[src/rtl/cpu_pkg.sv]
package cpu_pkg;

    localparam int XLEN      = 32;
    localparam int REG_IDX_W = 5;

    // major opcodes of the supported subset
    localparam logic [6:0] OP_REG    = 7'b0110011;
    localparam logic [6:0] OP_IMM    = 7'b0010011;
    localparam logic [6:0] OP_LOAD   = 7'b0000011;
    localparam logic [6:0] OP_STORE  = 7'b0100011;
    localparam logic [6:0] OP_BRANCH = 7'b1100011;
    localparam logic [6:0] OP_JAL    = 7'b1101111;
    localparam logic [6:0] OP_LUI    = 7'b0110111;

    localparam logic [2:0] F3_BEQ = 3'b000;
    localparam logic [2:0] F3_BNE = 3'b001;
    localparam logic [2:0] F3_BLT = 3'b100;
    localparam logic [2:0] F3_BGE = 3'b101;

    localparam logic [XLEN-1:0] INSTR_BYTES = 32'd4; // pc step

    typedef enum logic [3:0] {
        ALU_ADD,
        ALU_SUB,
        ALU_XOR,
        ALU_OR,
        ALU_AND,
        ALU_SLL,
        ALU_SRL,
        ALU_PASS_B, // lui
        ALU_EQ,
        ALU_NE,
        ALU_LT,
        ALU_GE
    } alu_op_t;

endpackage

[src/rtl/alu.sv]
`timescale 1ns/1ps

module alu (
    input  cpu_pkg::alu_op_t         op_i,
    input  logic [cpu_pkg::XLEN-1:0] a_i,
    input  logic [cpu_pkg::XLEN-1:0] b_i,
    input  logic [cpu_pkg::XLEN-1:0] imm_i,
    input  logic                     use_imm_i,
    output logic [cpu_pkg::XLEN-1:0] result_o,
    output logic                     branch_taken_o
);
    import cpu_pkg::*;

    logic [XLEN-1:0] b;
    logic [4:0]      shamt;

    assign b     = use_imm_i ? imm_i : b_i;
    assign shamt = b[4:0]; // upper bits ignored for shifts

    always_comb begin
        result_o       = '0;
        branch_taken_o = 1'b0;
        case (op_i)
            ALU_ADD:    result_o = a_i + b;
            ALU_SUB:    result_o = a_i - b;
            ALU_XOR:    result_o = a_i ^ b;
            ALU_OR:     result_o = a_i | b;
            ALU_AND:    result_o = a_i & b;
            ALU_SLL:    result_o = a_i << shamt;
            ALU_SRL:    result_o = a_i >> shamt;
            ALU_PASS_B: result_o = b;
            // branch compares, signed
            ALU_EQ:     branch_taken_o = (a_i == b);
            ALU_NE:     branch_taken_o = (a_i != b);
            ALU_LT:     branch_taken_o = ($signed(a_i) < $signed(b));
            ALU_GE:     branch_taken_o = ($signed(a_i) >= $signed(b));
            default:    result_o = '0;
        endcase
    end

endmodule

[src/rtl/decoder.sv]
`timescale 1ns/1ps

module decoder (
    input  logic [cpu_pkg::XLEN-1:0]      instr_i,
    output logic [6:0]                    opcode_o,
    output logic [cpu_pkg::REG_IDX_W-1:0] rs1_o,
    output logic [cpu_pkg::REG_IDX_W-1:0] rs2_o,
    output logic [cpu_pkg::REG_IDX_W-1:0] rd_o,
    output logic [cpu_pkg::XLEN-1:0]      imm_o,
    output cpu_pkg::alu_op_t              alu_op_o,
    output logic                          use_imm_o
);
    import cpu_pkg::*;

    logic [6:0]      op;
    logic [2:0]      funct3;
    logic [6:0]      funct7;
    logic [XLEN-1:0] imm_i_fmt;
    logic [XLEN-1:0] imm_s_fmt;
    logic [XLEN-1:0] imm_b_fmt;
    logic [XLEN-1:0] imm_j_fmt;
    logic [XLEN-1:0] imm_u_fmt;
    logic            valid;

    assign op     = instr_i[6:0];
    assign funct3 = instr_i[14:12];
    assign funct7 = instr_i[31:25];

    // sign extended immediates, one per format
    assign imm_i_fmt = {{(XLEN-12){instr_i[31]}}, instr_i[31:20]};
    assign imm_s_fmt = {{(XLEN-12){instr_i[31]}}, instr_i[31:25], instr_i[11:7]};
    assign imm_b_fmt = {{(XLEN-13){instr_i[31]}}, instr_i[31], instr_i[7],
                        instr_i[30:25], instr_i[11:8], 1'b0};
    assign imm_j_fmt = {{(XLEN-21){instr_i[31]}}, instr_i[31], instr_i[19:12],
                        instr_i[20], instr_i[30:21], 1'b0};
    assign imm_u_fmt = {instr_i[31:12], 12'b0};

    always_comb begin
        valid     = 1'b1;
        opcode_o  = op;
        rs1_o     = instr_i[19:15];
        rs2_o     = instr_i[24:20];
        rd_o      = instr_i[11:7];
        imm_o     = '0;
        alu_op_o  = ALU_ADD;
        use_imm_o = 1'b0;
        case (op)
            OP_REG, OP_IMM: begin
                use_imm_o = (op == OP_IMM);
                imm_o     = imm_i_fmt;
                case (funct3)
                    3'b000:  alu_op_o = (op == OP_REG && funct7[5]) ? ALU_SUB : ALU_ADD;
                    3'b100:  alu_op_o = ALU_XOR;
                    3'b110:  alu_op_o = ALU_OR;
                    3'b111:  alu_op_o = ALU_AND;
                    3'b001:  alu_op_o = ALU_SLL;
                    3'b101:  alu_op_o = ALU_SRL;
                    default: valid = 1'b0; // slt, sltu
                endcase
                // sra and unknown funct7 patterns are not supported
                if (op == OP_REG && funct7 != 7'b0000000 &&
                    !(funct3 == 3'b000 && funct7 == 7'b0100000)) begin
                    valid = 1'b0;
                end
                if (op == OP_IMM && (funct3 == 3'b001 || funct3 == 3'b101) &&
                    funct7 != 7'b0000000) begin
                    valid = 1'b0;
                end
            end
            OP_LUI: begin
                alu_op_o  = ALU_PASS_B;
                use_imm_o = 1'b1;
                imm_o     = imm_u_fmt;
            end
            OP_LOAD: begin
                use_imm_o = 1'b1;
                imm_o     = imm_i_fmt;
                valid     = (funct3 == 3'b010); // lw only
            end
            OP_STORE: begin
                use_imm_o = 1'b1;
                imm_o     = imm_s_fmt;
                rd_o      = '0;
                valid     = (funct3 == 3'b010); // sw only
            end
            OP_BRANCH: begin
                imm_o = imm_b_fmt; // pc offset, alu compares rs1 with rs2
                rd_o  = '0;
                case (funct3)
                    F3_BEQ:  alu_op_o = ALU_EQ;
                    F3_BNE:  alu_op_o = ALU_NE;
                    F3_BLT:  alu_op_o = ALU_LT;
                    F3_BGE:  alu_op_o = ALU_GE;
                    default: valid = 1'b0;
                endcase
            end
            OP_JAL: begin
                imm_o = imm_j_fmt;
            end
            default: valid = 1'b0;
        endcase
        // anything not understood becomes a nop
        if (!valid) begin
            opcode_o = '0;
            rd_o     = '0;
        end
    end

endmodule

[src/rtl/register_file.sv]
`timescale 1ns/1ps

module register_file #(
    parameter int NUM_REGS = 32
) (
    input  logic                          clk,
    input  logic                          rst,
    input  logic [cpu_pkg::REG_IDX_W-1:0] rs1_i,
    input  logic [cpu_pkg::REG_IDX_W-1:0] rs2_i,
    input  logic [cpu_pkg::REG_IDX_W-1:0] rd_i,
    input  logic                          we_i,
    input  logic [cpu_pkg::XLEN-1:0]      wd_i,
    output logic [cpu_pkg::XLEN-1:0]      rs1_data_o,
    output logic [cpu_pkg::XLEN-1:0]      rs2_data_o
);
    import cpu_pkg::*;

    localparam int IDX_W = $clog2(NUM_REGS);

    logic [XLEN-1:0] regs [NUM_REGS];
    logic            wr_en;

    // x0 and indices beyond the register set are never written
    assign wr_en = we_i && (rd_i != '0) && (int'(rd_i) < NUM_REGS);

    always_ff @(posedge clk or posedge rst) begin
        if (rst) begin
            for (int i = 0; i < NUM_REGS; i++) begin
                regs[i] <= '0;
            end
        end else if (wr_en) begin
            regs[rd_i[IDX_W-1:0]] <= wd_i;
        end
    end

    assign rs1_data_o = (rs1_i == '0 || int'(rs1_i) >= NUM_REGS) ? '0 : regs[rs1_i[IDX_W-1:0]];
    assign rs2_data_o = (rs2_i == '0 || int'(rs2_i) >= NUM_REGS) ? '0 : regs[rs2_i[IDX_W-1:0]];

endmodule

[src/rtl/apb_master.sv]
`timescale 1ns/1ps

module apb_master (
    input  logic                     clk,
    input  logic                     rst,
    input  logic                     req_i,
    input  logic                     we_i,
    input  logic [cpu_pkg::XLEN-1:0] addr_i,
    input  logic [cpu_pkg::XLEN-1:0] wdata_i,
    input  logic [cpu_pkg::XLEN-1:0] prdata_i,
    input  logic                     pready_i,
    output logic                     done_o,
    output logic [cpu_pkg::XLEN-1:0] rdata_o,
    output logic [cpu_pkg::XLEN-1:0] paddr_o,
    output logic                     psel_o,
    output logic                     penable_o,
    output logic                     pwrite_o,
    output logic [cpu_pkg::XLEN-1:0] pwdata_o
);

    typedef enum logic [1:0] {
        IDLE,
        SETUP,
        ACCESS
    } state_t;

    state_t state;

    always_ff @(posedge clk or posedge rst) begin
        if (rst) begin
            state    <= IDLE;
            pwrite_o <= 1'b0;
        end else begin
            case (state)
                IDLE: begin
                    if (req_i) begin
                        state    <= SETUP;
                        pwrite_o <= we_i;
                    end
                end
                SETUP:   state <= ACCESS; // always exactly one cycle
                ACCESS: begin
                    if (pready_i) begin
                        state    <= IDLE;
                        pwrite_o <= 1'b0;
                    end
                end
                default: state <= IDLE;
            endcase
        end
    end

    // address and write data captured on entry to setup, held through access
    always_ff @(posedge clk) begin
        if (state == IDLE && req_i) begin
            paddr_o  <= addr_i;
            pwdata_o <= wdata_i;
        end
    end

    assign psel_o    = (state != IDLE);
    assign penable_o = (state == ACCESS);
    assign done_o    = (state == ACCESS) && pready_i;
    assign rdata_o   = prdata_i; // valid in the done cycle

endmodule

[src/rtl/fetch_sequencer.sv]
`timescale 1ns/1ps

module fetch_sequencer #(
    parameter logic [cpu_pkg::XLEN-1:0] RESET_PC = '0
) (
    input  logic                          clk,
    input  logic                          rst,
    input  logic                          bus_done_i,
    input  logic [cpu_pkg::XLEN-1:0]      bus_rdata_i,
    input  logic [cpu_pkg::XLEN-1:0]      alu_result_i,
    input  logic                          branch_taken_i,
    input  logic [cpu_pkg::XLEN-1:0]      imm_i,
    input  logic [cpu_pkg::XLEN-1:0]      rs2_data_i,
    input  logic [6:0]                    opcode_i,
    input  logic [cpu_pkg::REG_IDX_W-1:0] rd_i,
    output logic [cpu_pkg::XLEN-1:0]      instr_o,
    output logic                          bus_req_o,
    output logic                          bus_we_o,
    output logic [cpu_pkg::XLEN-1:0]      bus_addr_o,
    output logic [cpu_pkg::XLEN-1:0]      bus_wdata_o,
    output logic                          rd_we_o,
    output logic [cpu_pkg::XLEN-1:0]      rd_data_o
);
    import cpu_pkg::*;

    typedef enum logic [1:0] {
        FETCH,
        EXECUTE,
        MEMORY
    } phase_t;

    phase_t          phase;
    logic [XLEN-1:0] pc;
    logic [XLEN-1:0] instr_q;
    logic [XLEN-1:0] pc_next_seq;
    logic            is_load;
    logic            is_store;
    logic            writes_rd;
    logic            redirect;

    assign pc_next_seq = pc + INSTR_BYTES;
    assign is_load     = (opcode_i == OP_LOAD);
    assign is_store    = (opcode_i == OP_STORE);
    assign redirect    = (opcode_i == OP_JAL) || (opcode_i == OP_BRANCH && branch_taken_i);

    // x0 destinations never raise the write enable
    assign writes_rd = (opcode_i == OP_REG || opcode_i == OP_IMM ||
                        opcode_i == OP_LUI || opcode_i == OP_JAL) && (rd_i != '0);

    always_ff @(posedge clk or posedge rst) begin
        if (rst) begin
            phase   <= FETCH;
            pc      <= RESET_PC;
            instr_q <= '0; // decodes as a nop
        end else begin
            case (phase)
                FETCH: begin
                    if (bus_done_i) begin
                        instr_q <= bus_rdata_i;
                        phase   <= EXECUTE;
                    end
                end
                EXECUTE: begin
                    if (is_load || is_store) begin
                        phase <= MEMORY; // pc moves once the data transfer is done
                    end else begin
                        pc    <= redirect ? pc + imm_i : pc_next_seq;
                        phase <= FETCH;
                    end
                end
                MEMORY: begin
                    if (bus_done_i) begin
                        pc    <= pc_next_seq;
                        phase <= FETCH;
                    end
                end
                default: phase <= FETCH;
            endcase
        end
    end

    assign instr_o = instr_q;

    // request held for the whole of fetch and memory phases
    assign bus_req_o   = (phase == FETCH) || (phase == MEMORY);
    assign bus_we_o    = (phase == MEMORY) && is_store;
    assign bus_addr_o  = (phase == MEMORY) ? alu_result_i : pc;
    assign bus_wdata_o = rs2_data_i;

    assign rd_we_o = (phase == EXECUTE && writes_rd) ||
                     (phase == MEMORY && is_load && bus_done_i && rd_i != '0);

    always_comb begin
        if (is_load) begin
            rd_data_o = bus_rdata_i;
        end else if (opcode_i == OP_JAL) begin
            rd_data_o = pc_next_seq; // return address
        end else begin
            rd_data_o = alu_result_i;
        end
    end

endmodule

[src/rtl/cpu_core.sv]
`timescale 1ns/1ps

module cpu_core #(
    parameter logic [cpu_pkg::XLEN-1:0] RESET_PC = '0,
    parameter int                       NUM_REGS = 32
) (
    input  logic                     clk,
    input  logic                     rst,
    input  logic [cpu_pkg::XLEN-1:0] prdata_i,
    input  logic                     pready_i,
    output logic [cpu_pkg::XLEN-1:0] paddr_o,
    output logic                     psel_o,
    output logic                     penable_o,
    output logic                     pwrite_o,
    output logic [cpu_pkg::XLEN-1:0] pwdata_o
);
    import cpu_pkg::*;

    logic [XLEN-1:0]      instr;
    logic [6:0]           opcode;
    logic [REG_IDX_W-1:0] rs1;
    logic [REG_IDX_W-1:0] rs2;
    logic [REG_IDX_W-1:0] rd;
    logic [XLEN-1:0]      imm;
    alu_op_t              alu_op;
    logic                 use_imm;
    logic [XLEN-1:0]      rs1_data;
    logic [XLEN-1:0]      rs2_data;
    logic [XLEN-1:0]      alu_result;
    logic                 branch_taken;
    logic                 rd_we;
    logic [XLEN-1:0]      rd_data;

    // internal request pair towards the bus
    logic            bus_req;
    logic            bus_we;
    logic [XLEN-1:0] bus_addr;
    logic [XLEN-1:0] bus_wdata;
    logic            bus_done;
    logic [XLEN-1:0] bus_rdata;

    fetch_sequencer #(.RESET_PC(RESET_PC)) u_fetch (
        .clk(clk), .rst(rst),
        .bus_done_i(bus_done), .bus_rdata_i(bus_rdata),
        .alu_result_i(alu_result), .branch_taken_i(branch_taken),
        .imm_i(imm), .rs2_data_i(rs2_data), .opcode_i(opcode), .rd_i(rd),
        .instr_o(instr), .bus_req_o(bus_req), .bus_we_o(bus_we),
        .bus_addr_o(bus_addr), .bus_wdata_o(bus_wdata),
        .rd_we_o(rd_we), .rd_data_o(rd_data)
    );

    decoder u_dec (
        .instr_i(instr), .opcode_o(opcode), .rs1_o(rs1), .rs2_o(rs2), .rd_o(rd),
        .imm_o(imm), .alu_op_o(alu_op), .use_imm_o(use_imm)
    );

    register_file #(.NUM_REGS(NUM_REGS)) u_regs (
        .clk(clk), .rst(rst), .rs1_i(rs1), .rs2_i(rs2), .rd_i(rd),
        .we_i(rd_we), .wd_i(rd_data),
        .rs1_data_o(rs1_data), .rs2_data_o(rs2_data)
    );

    alu u_alu (
        .op_i(alu_op), .a_i(rs1_data), .b_i(rs2_data), .imm_i(imm), .use_imm_i(use_imm),
        .result_o(alu_result), .branch_taken_o(branch_taken)
    );

    apb_master u_apb (
        .clk(clk), .rst(rst),
        .req_i(bus_req), .we_i(bus_we), .addr_i(bus_addr), .wdata_i(bus_wdata),
        .prdata_i(prdata_i), .pready_i(pready_i),
        .done_o(bus_done), .rdata_o(bus_rdata),
        .paddr_o(paddr_o), .psel_o(psel_o), .penable_o(penable_o),
        .pwrite_o(pwrite_o), .pwdata_o(pwdata_o)
    );

endmodule

[config.mk]
export PLATFORM = sky130hd
export DESIGN_NAME = cpu_core
export DESIGN_NICKNAME = d
export VERILOG_FILES = /design/src/rtl/cpu_pkg.sv /design/src/rtl/alu.sv /design/src/rtl/decoder.sv /design/src/rtl/register_file.sv /design/src/rtl/apb_master.sv /design/src/rtl/fetch_sequencer.sv /design/src/rtl/cpu_core.sv
export SDC_FILE = /design/constraint.sdc
export NUM_CORES = 2
export LEC_CHECK = 0
export BUFFER_PORTS_ARGS = -buffer_cell sky130_fd_sc_hd__buf_4
export CAP_MARGIN = 20
export CORE_MARGIN = 8
export CORE_UTILIZATION = 40
export DETAILED_ROUTE_END_ITERATION = 12
export PLACE_DENSITY = 0.6
export SYNTH_ARGS = -nofsm -noshare
export SYNTH_HDL_FRONTEND = slang
export SYNTH_HIERARCHICAL = 1
export SYNTH_SLANG_ARGS = --single-unit
[constraint.sdc]
create_clock -name clk -period 34.3 [get_ports clk]
set_input_delay 5.145 -clock clk [delete_from_list [all_inputs] [get_ports clk]]
set_output_delay 5.145 -clock clk [all_outputs]
set_load 0.05 [all_outputs]
==> metrics.cfg <==
[global_routing]
grt.total_usage_pct=28.69
grt_pass1_vias=56600
grt_max_degree=178
grt_pass1_wl_um=419400
gr-total-overflow=0
antenna_found_initial=10

[worst_setup_path]
cp.buffers_inverters=7
cp_max_fo=55
crit_slowest_cell=dfrtp_4
crit_chain=buf_4 -> buf_4 -> mux4_2 -> mux2_2 -> o21ai_0 -> nor4_1 -> buf_4 -> mux2i_4 -> buf_4 -> buf_4 -> inv_2 -> buf_4 -> fa_1 -> nor2b_1 -> o221ai_1 -> a21oi_1 -> a41o_2 -> a211oi_1 -> o221ai_1 -> a221o_1 -> o211ai_1 -> a21oi_1 -> o21ai_4 -> mux2_2
cpMostUsedCell=buf_4
critPathLaunchType=flop
path_class=flop to flop
cp.required_ps=35030
cpPeakStageDelay_ps=950
critical_path.top_delay_family=compound AO/OA/AOI/OAI gates
arrival_ps=10440
cp-end-kind=flop

[clock_tree]
cts_setup_buffers=0
root_buffer=clkbuf_16
clk_pin_slew_worst_paths_ps=80
cts_tree=built
clock_sink_count=1157
h-tree-depth=4
cts_buffers=131
clock_path_buffers=3
hold_buffers=0
clk_latency_ps=820
cts.repair.resized=0

[drt]
routed_wl_um=292700
ant_nets=0
via_per_inst=6.612
drtPass1Iterations=6
vias=56950
drc=0
routedWlPerCell_um=33.99
drt_iter0_drc=7080

[floorplan]
core.rowCount=157
die-area_sq_um=198300
ios=102
fp.dieH_um=445.3
coreArea_sq_um=183100
dieWidth_um=445.3
start_util_pct=40.27

[layout]
final_common_cell=mux2_2
layout_common_cells=mux2_2, dfrtp_1, mux2i_1
nFillCells=16900
final_nets=6219
drive_gt1_share_pct=35.76
area_delta_synth_final_pct=10.30

[min_path]
hold_path_class=flop to flop

[place]
gp_routability_congestion=1.100
dp_hpwl_um=187000
portBuffers=101

[synth]
synth-edff-count=64
synthesis.area_sq_um=73730
syn_inst=6237
ys_seq_area_share_pct=39.71
synth_cell_types=116
synth_area_leaders=dfrtp_1, mux2_2, mux4_2, mux2i_1, edfxtp_1
syn_nets=6423
async_flop_share_pct=94.47
ys.flop_type=dfrtp_1
synth_top_area_share_pct=37.10
yosys.area.top_type=dfrtp_1
yosysWarningCount=6
synth.avg_cell_area_sq_um=11.82
synth_seq_cells=1157

[sta]
worstMarginPinSlew_ps=1280
skew_ps=41.66
slew_headroom_pct=13.92
post-route-period-util_pct=28.30
slew_violations=0
finalHoldViolations=0
setup_viol=0
rsz0062_at_grt=false
clock.fmax_mhz=103.0
period_needed_ps=9707
fin_setup_tns_ps=0

[run_status]
status=finished, final reports clean

[job]
max_cap_viol_count=0

-- synthesized netlist by cell type, types with 64 or more instances --
| master | number |
|---|---|
| mux2_2 | 1121 |
| dfrtp_1 | 1093 |
| mux2i_1 | 514 |
| mux4_2 | 356 |
| clkbuf_1 | 338 |
| nand2_1 | 277 |
| a21oi_1 | 268 |
| nor2_1 | 251 |
| o21ai_0 | 176 |
| ha_1 | 148 |
| a22oi_1 | 125 |
| buf_4 | 120 |
| inv_1 | 112 |
| buf_2 | 102 |
| a211oi_1 | 90 |
| nor3_1 | 86 |
| o22ai_1 | 70 |
| nand3_1 | 69 |
| buf_1 | 64 |
| edfxtp_1 | 64 |
-- cell type report --
cell class | count | area [sq um] | area share (%)
Multi-Input combinational cell | 4305 | 41320 | 50.81
Sequential cell | 1157 | 29300 | 36.03
Clock buffer | 185 | 3825 | 4.704
Tap cell | 2464 | 3083 | 3.791
Timing Repair Buffer | 322 | 2532 | 3.114
Clock inverter | 58 | 800.8 | 0.9847
Inverter | 116 | 444.2 | 0.5462
Antenna cell | 6 | 15.01 | 0.01846
-- per-stage QoR --
step / utilization, % / setup WS [ps] / cell area, sq um / hold slack, ps / instances
2_1_floorplan: - / 338.5 / 73730 / 441.3 / 6237
3_3_place_gp: 41.84 / 24820 / 76600 / 383.6 / 8358
3_5_place_dp: 41.87 / 24880 / 76650 / 382.3 / 8361
4_1_cts: 44.39 / 24850 / 81280 / 397.8 / 8604
5_1_grt: 44.41 / 24180 / 81300 / 413.1 / 8607
6_report: 44.42 / 24590 / 81320 / 396.9 / 8613
-- layer usage --
metal | share of wire, % | global-route usage [%]
met5 | 0.0092 | 0
met2 | 44 | 43.60
met3 | 9.5 | 6.389
met1 | 38 | 36.79
met4 | 8.1 | 18.99
-- path summary, 6_finish.rpt --
kind,from,end,slack [ps],depth (start not counted)
setup / recovery,u_fetch/instr_o[21],u_regs/regs[510],24590,24
hold / removal,u_regs/regs[1020],u_regs/regs[1020],400,0
setup reg to reg,u_fetch/instr_o[21],u_regs/regs[510],24590,24
hold reg to reg,u_regs/regs[1020],u_regs/regs[1020],400,0
max in group asynchronous,rst,u_regs/regs[1019],26510,5
min in group asynchronous,rst,u_apb/state[0],4260,2
-- flip-flops by register name (all words and copies together) (netlist names) --
signal,flops
u_apb/pwdata_o,32
u_fetch/phase,2
u_apb/pwrite_o,1
u_fetch/instr_o,32
u_fetch/pc,32
u_apb/paddr_o,32
u_regs/regs,1024
u_apb/state,2
-- worst reg2reg max path: stages, from the launching register on --
cell	delay [ps]
dfrtp_4	950
buf_4	850
buf_4	750
mux4_2	620
mux2_2	280
o21ai_0	150
nor4_1	140
buf_4	190
mux2i_4	150
buf_4	400
buf_4	520
inv_2	80
buf_4	360
fa_1	530
nor2b_1	160
o221ai_1	240
a21oi_1	210
a41o_2	370
a211oi_1	560
o221ai_1	230
a221o_1	360
o211ai_1	130
a21oi_1	230
o21ai_4	800
mux2_2	340
-- kinds of logic (layout without fill, tap and decap cells) --
group	Yosys count	after routing	share of synthesized area, %
fa+ha+maj	151	151	2.593
xor+xnor	68	68	0.8078
simple gates	944	944	6.227
buf+inv	775	681	5.066
flops	1157	1157	39.71
mux	1995	1995	35.06
compound gates	1147	1147	10.54
other cells	0	6	0
Power is not shown: default switching activity piles up to over one toggle a cycle in this logic, so the estimate is an artifact.
